`src/rtl/dcache_pkg.sv`:
```
`default_nettype none

package dcache_pkg;

    // geometry
    localparam int NWAY       = 2;
    localparam int NSET       = 256;
    localparam int OFFSET_W   = 4;
    localparam int INDEX_W    = 8;
    localparam int TAG_W      = 20;
    localparam int LINE_BYTES = 16;
    localparam int LINE_W     = 128;
    localparam int WORD_W     = 32;

    // replacement lfsr, galois form
    localparam int LFSR_W = 16;
    localparam logic [LFSR_W-1:0] LFSR_TAPS = 16'hb400; // x^16 + x^14 + x^13 + x^11 + 1

    // memory request types
    localparam logic [2:0] TYPE_WORD = 3'd2;
    localparam logic [2:0] TYPE_LINE = 3'd4;

    // one cache line, seen as words or as bytes
    typedef union packed {
        logic [LINE_BYTES/4-1:0][WORD_W-1:0] w;
        logic [LINE_BYTES-1:0][7:0]          b;
    } line_t;

endpackage

`default_nettype wire
```
`src/rtl/dcache_ctrl.sv`:
```
`timescale 1ns/100ps
`default_nettype none

module dcache_ctrl (
    input  wire                                clk,
    input  wire                                rst,
    input  wire                                valid_i,
    input  wire                                op_i,
    input  wire                                uncache_i,
    input  wire  [31:0]                        addr_i,
    input  wire  [3:0]                         wstrb_i,
    input  wire  [dcache_pkg::WORD_W-1:0]      wdata_i,
    output logic                               ready_o,
    output logic                               data_ok_o,
    output logic [dcache_pkg::WORD_W-1:0]      rdata_o,
    output logic                               rd_en_o,
    output logic [dcache_pkg::INDEX_W-1:0]     rd_index_o,
    output logic [dcache_pkg::TAG_W-1:0]       cmp_tag_o,
    input  wire                                hit_i,
    input  wire                                hit_way_i,
    input  wire  dcache_pkg::line_t            hit_line_i,
    input  wire                                victim_way_i,
    input  wire                                victim_dirty_i,
    input  wire  [dcache_pkg::TAG_W-1:0]       victim_tag_i,
    input  wire  dcache_pkg::line_t            victim_line_i,
    output logic                               wr_en_o,
    output logic                               wr_way_o,
    output logic [dcache_pkg::INDEX_W-1:0]     wr_index_o,
    output logic [dcache_pkg::TAG_W-1:0]       wr_tag_o,
    output logic                               wr_dirty_o,
    output dcache_pkg::line_t                  wr_line_o,
    output logic [dcache_pkg::LINE_BYTES-1:0]  wr_byte_en_o,
    output logic                               push_o,
    output logic                               push_line_o,
    output logic [31:0]                        push_addr_o,
    output dcache_pkg::line_t                  push_data_o,
    output logic [dcache_pkg::LINE_BYTES-1:0]  push_strb_o,
    input  wire                                empty_i,
    output logic                               rd_req_o,
    output logic [2:0]                         rd_type_o,
    output logic [31:0]                        rd_addr_o,
    input  wire                                rd_rdy_i,
    input  wire                                ret_valid_i,
    input  wire  dcache_pkg::line_t            ret_data_i
);

    typedef enum logic [3:0] {
        S_IDLE, S_LOOKUP, S_MISS_WAIT, S_RD_REQ, S_RD_WAIT, S_REFILL,
        S_UNC_RD_REQ, S_UNC_RD_WAIT, S_UNC_WR
    } state_t;

    state_t                            state_q;
    state_t                            state_d;
    logic                              op_q;
    logic                              unc_q;
    logic [31:0]                       addr_q;
    logic [3:0]                        wstrb_q;
    logic [dcache_pkg::WORD_W-1:0]     wdata_q;
    dcache_pkg::line_t                 fill_q;
    dcache_pkg::line_t                 st_line;
    dcache_pkg::line_t                 merged;
    logic [dcache_pkg::LINE_BYTES-1:0] st_en;
    logic [1:0]                        lane;
    logic                              accept;

    assign ready_o = (state_q == S_IDLE);
    assign accept  = valid_i && ready_o;
    assign lane    = addr_q[3:2];

    always_ff @(posedge clk) begin
        if (rst) state_q <= S_IDLE;
        else state_q <= state_d;
    end

    always_ff @(posedge clk) begin
        if (accept) begin
            op_q    <= op_i;
            unc_q   <= uncache_i;
            addr_q  <= addr_i;
            wstrb_q <= wstrb_i;
            wdata_q <= wdata_i;
        end
        if (state_q == S_RD_WAIT && ret_valid_i) fill_q <= ret_data_i;
    end

    always_comb begin
        state_d = state_q;
        case (state_q)
            S_IDLE: begin
                if (accept) state_d = !uncache_i ? S_LOOKUP : (op_i ? S_UNC_WR : S_UNC_RD_REQ);
            end
            S_LOOKUP:      state_d = hit_i ? S_IDLE : S_MISS_WAIT;
            S_MISS_WAIT:   if (empty_i) state_d = S_RD_REQ;
            S_RD_REQ:      if (rd_rdy_i) state_d = S_RD_WAIT;
            S_RD_WAIT:     if (ret_valid_i) state_d = S_REFILL;
            S_REFILL:      state_d = S_IDLE;
            S_UNC_RD_REQ:  if (rd_req_o && rd_rdy_i) state_d = S_UNC_RD_WAIT;
            S_UNC_RD_WAIT: if (ret_valid_i) state_d = S_IDLE;
            S_UNC_WR:      if (empty_i) state_d = S_IDLE;
            default:       state_d = S_IDLE;
        endcase
    end

    // store word in every lane, strobes pick the target lane
    assign st_line = {4{wdata_q}};
    assign st_en   = {12'b0, wstrb_q} << {lane, 2'b00};

    always_comb begin
        for (int i = 0; i < dcache_pkg::LINE_BYTES; i++) begin
            merged.b[i] = (op_q && st_en[i]) ? st_line.b[i] : fill_q.b[i];
        end
    end

    assign rd_en_o    = accept;
    assign rd_index_o = addr_i[dcache_pkg::OFFSET_W +: dcache_pkg::INDEX_W];
    assign cmp_tag_o  = addr_q[31 -: dcache_pkg::TAG_W];
    assign wr_index_o = addr_q[dcache_pkg::OFFSET_W +: dcache_pkg::INDEX_W];
    assign wr_tag_o   = addr_q[31 -: dcache_pkg::TAG_W];

    always_comb begin
        wr_en_o      = 1'b0;
        wr_way_o     = victim_way_i;
        wr_dirty_o   = op_q; // store miss leaves the new line dirty
        wr_line_o    = merged;
        wr_byte_en_o = '1;
        if (state_q == S_LOOKUP) begin
            wr_en_o      = hit_i && op_q;
            wr_way_o     = hit_way_i;
            wr_dirty_o   = 1'b1;
            wr_line_o    = st_line;
            wr_byte_en_o = st_en;
        end else if (state_q == S_REFILL) begin
            wr_en_o = 1'b1;
        end
    end

    always_comb begin
        push_o      = 1'b0;
        push_line_o = 1'b0;
        push_addr_o = {addr_q[31:2], 2'b00};
        push_data_o = {{(dcache_pkg::LINE_W - dcache_pkg::WORD_W){1'b0}}, wdata_q}
                      << {lane, 5'b0};
        push_strb_o = st_en;
        if (state_q == S_MISS_WAIT) begin
            push_o      = empty_i && victim_dirty_i;
            push_line_o = 1'b1;
            push_addr_o = {victim_tag_i, wr_index_o, 4'b0};
            push_data_o = victim_line_i;
            push_strb_o = '1;
        end else if (state_q == S_UNC_WR) begin
            push_o = empty_i;
        end
    end

    // uncached read waits for the buffer so memory sees writes first
    assign rd_req_o  = (state_q == S_RD_REQ) || (state_q == S_UNC_RD_REQ && empty_i);
    assign rd_type_o = unc_q ? dcache_pkg::TYPE_WORD : dcache_pkg::TYPE_LINE;
    assign rd_addr_o = unc_q ? {addr_q[31:2], 2'b00} : {addr_q[31:4], 4'b0};

    always_comb begin
        data_ok_o = 1'b0;
        rdata_o   = '0;
        case (state_q)
            S_LOOKUP: begin
                data_ok_o = hit_i;
                if (hit_i && !op_q) rdata_o = hit_line_i.w[lane];
            end
            S_REFILL: begin
                data_ok_o = 1'b1;
                if (!op_q) rdata_o = fill_q.w[lane];
            end
            S_UNC_RD_WAIT: begin
                data_ok_o = ret_valid_i;
                if (ret_valid_i) rdata_o = ret_data_i.w[lane];
            end
            S_UNC_WR: data_ok_o = empty_i;
            default: ;
        endcase
    end

    // every response closes a request and frees the port next cycle
    a_ok_then_ready: assert property (@(posedge clk) disable iff (rst)
        data_ok_o |-> !ready_o ##1 ready_o);

endmodule

`default_nettype wire

```
`config.mk`:
```
export PLATFORM = sky130hd
export DESIGN_NAME = dcache_ctrl
export DESIGN_NICKNAME = d
export VERILOG_FILES = /design/src/rtl/dcache_pkg.sv /design/src/rtl/dcache_ctrl.sv
export SDC_FILE = /design/constraint.sdc
export NUM_CORES = 1
export LEC_CHECK = 0
export BUFFER_PORTS_ARGS = -buffer_cell sky130_fd_sc_hd__buf_2
export CAP_MARGIN = 20
export CORE_AREA = 8 8 363 365
export CTS_CLUSTER_DIAMETER = 40
export DETAILED_ROUTE_END_ITERATION = 8
export DIE_AREA = 0 0 371 373
export PLACE_DENSITY = 0.38
export SYNTH_ARGS = -nofsm -noshare
export SYNTH_HDL_FRONTEND = slang
export SYNTH_SLANG_ARGS = --single-unit
```
`constraint.sdc`:
```
create_clock -name clk -period 34 [get_ports clk]
set_input_delay 6.8 -clock clk [delete_from_list [all_inputs] [get_ports clk]]
set_output_delay 6.8 -clock clk [all_outputs]
set_load 0.02 [all_outputs]
```
Word level (Yosys, flattened, before mapping)
Cells that the tools add are included.
- bits in registers: 202
- bits in latches: 0
- bits in writable memories: 0
- memory bits (read-only): 0
- bits of input ports: 484
- output and inout port bits: 452
- word-level logic and storage cells: 104
- memories kept: 0
- $add $sub $neg: 0
- multipliers: 0
- div/mod/pow operators: 0
- magnitude comparators: 1
- equality and inequality tests: 15
- shifts and indexed selects: 2
- muxes and demuxes: 52
- bitwise operators: 0
- reduce and logical (&&, ||, !) cells: 27
- operator list (operator ; number):
    128-bit 2-to-1 mux ; 2
    32-bit 2-to-1 mux ; 7
    32-bit binary-select mux with 2-bit select ; 3
    8-bit 2-to-1 mux ; 16
    32-bit by 7-bit << shifter with 128-bit output ; 1
    32-bit one-hot mux with 3 select lines ; 1
    4-bit 2-to-1 mux ; 10
    16-bit 2-to-1 mux ; 2
    4-bit one-hot mux with 8 select lines ; 1
    1-bit logical AND ; 23
    4-bit by 3-bit equality test with 1-bit output, second input constant ; 4
    4-bit by 4-bit << shifter with 16-bit output ; 1
    2-bit != test, second input constant ; 6
    4-bit by 2-bit equality test with 1-bit output, second input constant ; 2
    1-bit 2-to-1 mux ; 7
    7-bit AND reduction ; 1
    4-bit by 1-bit equality test with 1-bit output, second input constant ; 1
    4-bit equality test, second input constant ; 1
    4-bit zero test ; 1
    1-bit one-hot mux with 4 select lines ; 1
    2-bit by 3-bit < comparator with 1-bit output, second input constant ; 1
    3-bit 2-to-1 mux ; 1
    2-bit 2-to-1 mux ; 1
    2-bit by 1-bit != test with 1-bit output, second input constant ; 1
    other kinds (2) ; 2

Longest topological paths before layout
- depth in word-level cells: 6
- mapped depth: 9

Worst setup path after synthesis
OpenSTA, ideal clock, no wires.
- kind: input -> register
- start point: in ret_valid_i
- end point: reg fill_q[0] in the netlist's numbering, enable pin
- setup time: 0.929 ns
- data arrival time: 18.921 ns
- data required time: 33.071 ns
- path slack: 14.150 ns
- cell stages on the path: 2
- path buffers: 0
- path through: nand2_1 > nor4_1
- cells in the longest elaborated chain, start to end: 1
- RTL lines (item ; line ; RTL):
    start, declared ; dcache_ctrl.sv:43 ; input wire ret_valid_i,
    1-bit logical AND ; dcache_ctrl.sv:83 ; if (state_q == S_RD_WAIT && ret_valid_i) fill_q <= ret_data_i;
    end signal, assigned ; dcache_ctrl.sv:83 ;
    end, declared ; dcache_ctrl.sv:59 ; dcache_pkg::line_t fill_q;
Every way passes these cells.
A chain may end at the register's enable or synchronous reset.

Worst setup path in the final report
- start point: in ret_valid_i
- end point: out rdata_o[18] in the netlist's numbering
- cells in the longest elaborated chain, start to end: 2
- RTL lines (item ; line ; RTL):
    32-bit 2-to-1 mux ; dcache_ctrl.sv:174 ; if (ret_valid_i) rdata_o = ret_data_i.w[lane];
    32-bit one-hot mux with 3 select lines ; dcache_ctrl.sv:163 ; case (state_q)
    end, declared ; dcache_ctrl.sv:15 ; output logic [dcache_pkg::WORD_W-1:0] rdata_o,
Every way passes these cells.

==> key figures <==
Cells and area
  – Syn-to-layout area delta: 46.7%
  – Commonest non-fill, non-tap cell in the layout: buf_2
  – Share of cells above drive strength 1: between 50 and 60%
  – NumNets Final: around 2,600
  – Most frequent cells in the layout: 928 x buf_2, 378 x nand2_1, 196 x edfxtp_1

Detailed routing
  – DR WL/cell: about 28 um
  – WL final: roughly 110,000 um
  – Routed vias: ~14,000
  – Pre-antenna DRT Iters: 5
  – Residual DRC: 0
  – Vias/cell: around 3.8
  – Post-DRT Antenna Nets: 0
  – Initial DRC count: approximately 950

Logic synthesis
  – Post-Syn Instances: 1,301
  – Register area share after synthesis: about 43%
  – Mapped cell area: ~14,000 sq um
  – Synth top area cells: edfxtp_1 42%, mux4_2 16%, mux2_2 10%
  – Yosys top cell area share: 42.3%
  – Ys Warns: 0
  – Mean Syn Cell Area: 10.7 sq um
  – Synth unique cells: 41
  – Yosys reg bits: 200
  – Leading area contributor after synthesis: edfxtp_1

Global route
  – First-pass GRT wire length: 138,000 um
  – Number of global-route vias before repair: ~15,000
  – Met2 Use GR: between 20% and 30%
  – Initial antenna violation count: 56
  – Met3 Track Usage GR: ~5.1%
  – GRT met1 Usage: a little under a fifth
  – Gr busiest metal: met2
  – Tot GR Track Use: 14.8%
  – Largest net degree at the start of global routing: 96
  – GRT overflow: 0

Worst setup path
  – Slowest stage delay, CP: about 0.5 ns
  – CP delay by family, top: simple AND/OR/NAND/NOR gates
  – Crit path capture type: output port
  – Buf/Inv on CP: 3
  – Worst path depth: 6
  – Max Fanout on Critical Path: 33
  – Req. time, crit path: approximately 27 ns
  – Critical path's most frequent cell: buf_2
  – Worst reg2reg path depth: 5
  – Reg-to-reg setup timing slack: between 30 and 40 ns
  – Worst setup SP type: input pin
  – Setup CP Type: input pin to output port
  – Crit path DAT: between 8 and 9 ns
  – Critical-path cell list: buf_2, nand2_1, or3_2, buf_4, o21ai_1, buf_2
  – Slowest cell on the critical path: or3_2

Pwr
  – Max VDD drop: 38.9 uV
  – Pwr Density: 85.3 nW/um^2
  – P_leak: 9.09 nW

Clock network
  – PostCTS Resize Cnt: 0
  – Root Driver: clkbuf_16
  – TritonCTS buffer count: 17
  – CTS Sinks: 200
  – Clock buffer depth: 2
  – Post-CTS Setup Inserts: 0
  – Worst-path clk slew: about 0.11 ns
  – Clk Latency, worst-skew pair: 0.54 ns
  – CTS tree: yes
  – Hold_buf cts: 0
  – H-tree Lvls: 4

Floorplan
  – Initial core utilization: between 10% and 20%
  – Die Area: roughly 140,000 sq um
  – Die height: about 370 um
  – Die Wd: 371 um
  – Row cnt: ~130
  – IO Pins: around 940
  – Core Area: 126,000 sq um

STA
  – Fin Hold WS: about 0.81 ns
  – Rel. slew slack: between 30% and 40%
  – Fmax: 0.0653 GHz
  – Setup TNS: 0 ns
  – Clock skew: around 0.021 ns
  – Setup violators final: 0
  – Slew Limit Fails: 0
  – Final min period: about 15 ns
  – Fin. Hold Viols: 0
  – Fin crit share: between 40% and 50%
  – RSZ-0062 raised after global routing: false
  – Worst slew pin tran: 1.04 ns

Placed design
  – HPWL after detailed placement: about 90,000 um
  – Placer's final routability congestion estimate: ~0.84
  – Port Buf Inserts: ~930

Min path
  – Hold depth: 2
  – Hold Crit Class: register to register

Job
  – Max-Cap Viols: 0

Run status
  – Status: completed
registers in the layout, summed over array words and instances (netlist names):
register and flops:
wstrb_q 4, addr_q 30, fill_q 128, wdata_q 32, state_q 4, op_q 1, unc_q 1
final timing paths:
| kind | from | end |
|---|---|---|
| max reg2reg | state_q[2]$_SDFFE_PP0P_ | fill_q[54]$_DFFE_PP_ |
| max | ret_valid_i | rdata_o[18] |
| min reg2reg | state_q[1]$_SDFFE_PP0P_ | state_q[1]$_SDFFE_PP0P_ |
| min | state_q[1]$_SDFFE_PP0P_ | state_q[1]$_SDFFE_PP0P_ |
report_power, final:
part           switching, W  total, W  leakage (nW)  internal, W
registers         0.0000962  0.000424          1.84     0.000328
logic              0.000737   0.00108          6.95     0.000341
clock network      0.000137  0.000240         0.310     0.000103
total              0.000970   0.00174          9.09     0.000773
final cells by class:
cell class | count | area [sq um]
Antenna cell | 13 | 32.5
Tap cell | 1662 | 2080
Timing Repair Buffer | 954 | 4860
Sequential cell | 200 | 5970
Multi-Input combinational cell | 875 | 6710
Inverter | 36 | 140
Clock inverter | 15 | 223
Fill cell | 14400 | 106000
Clock buffer | 17 | 425
stage by stage:
| step | cell area (sq um) | instances | setup WS, ns | total power [W] | util [%] |
|---|---|---|---|---|---|
| 4_1_cts | 20400 | 3759 | 18.72 | 0.00180 | 16.1 |
| 6_report | 20400 | 3772 | 18.69 | 0.00174 | 16.2 |
| 3_3_place_gp | 19700 | 3726 | 18.72 | 0.00154 | 15.6 |
| 2_1_floorplan | 13900 | 1305 | 14.15 | 0.00105 | - |
| 5_1_grt | 20400 | 3761 | 18.72 | 0.00185 | 16.1 |
| 3_5_place_dp | 19800 | 3727 | 18.72 | 0.00154 | 15.6 |
metal layers:
| layer | wire (um) | part of all wire, % |
|---|---|---|
| met1 | 43600 | 41 |
| met2 | 50900 | 48 |
| met3 | 9950 | 9.3 |
| met4 | 2030 | 1.9 |
| met5 | 113 | 0.11 |
logic make-up (layout without fill, tap and decap cells):
kind of cell / count (synthesis) / after routing / share of synthesized area (%)
buffers and inverters: 230 / 1022 / 9.50
multiplexers: 228 / 228 / 26.2
other: 1 / 18 / 0.0269
flip-flops: 200 / 200 / 42.8
AO/OA/AOI/OAI: 92 / 92 / 4.66
AND/OR/NAND/NOR: 550 / 550 / 16.8
synth_stat cells (all sizes together):
cell and number:
a2111o 1, a2111oi 1, a21oi 3, a22oi 33, a31oi 5, and2 6
buf 148, clkbuf 46, clkinv 1, conb 1, dfxtp 4, edfxtp 196
inv 35, mux2 129, mux2i 3, mux4 96, nand2 378, nand2b 6
nand3 129, nor2 6, nor2b 9, nor3 5, nor3b 3, nor4 2
nor4b 2, o2111ai 1, o211ai 1, o21ai 45, o221ai 1, o22ai 1
or3 2, or3b 1, or4b 1
tightest hold or removal path, delay by kind of cell, from the launching register on:
family | cells | cell delay (ns)
flip-flops | 1 | 0.55
AND/OR/NAND/NOR | 1 | 0.16
multiplexers | 1 | 0.06
(Power assumes the default switching activity.)
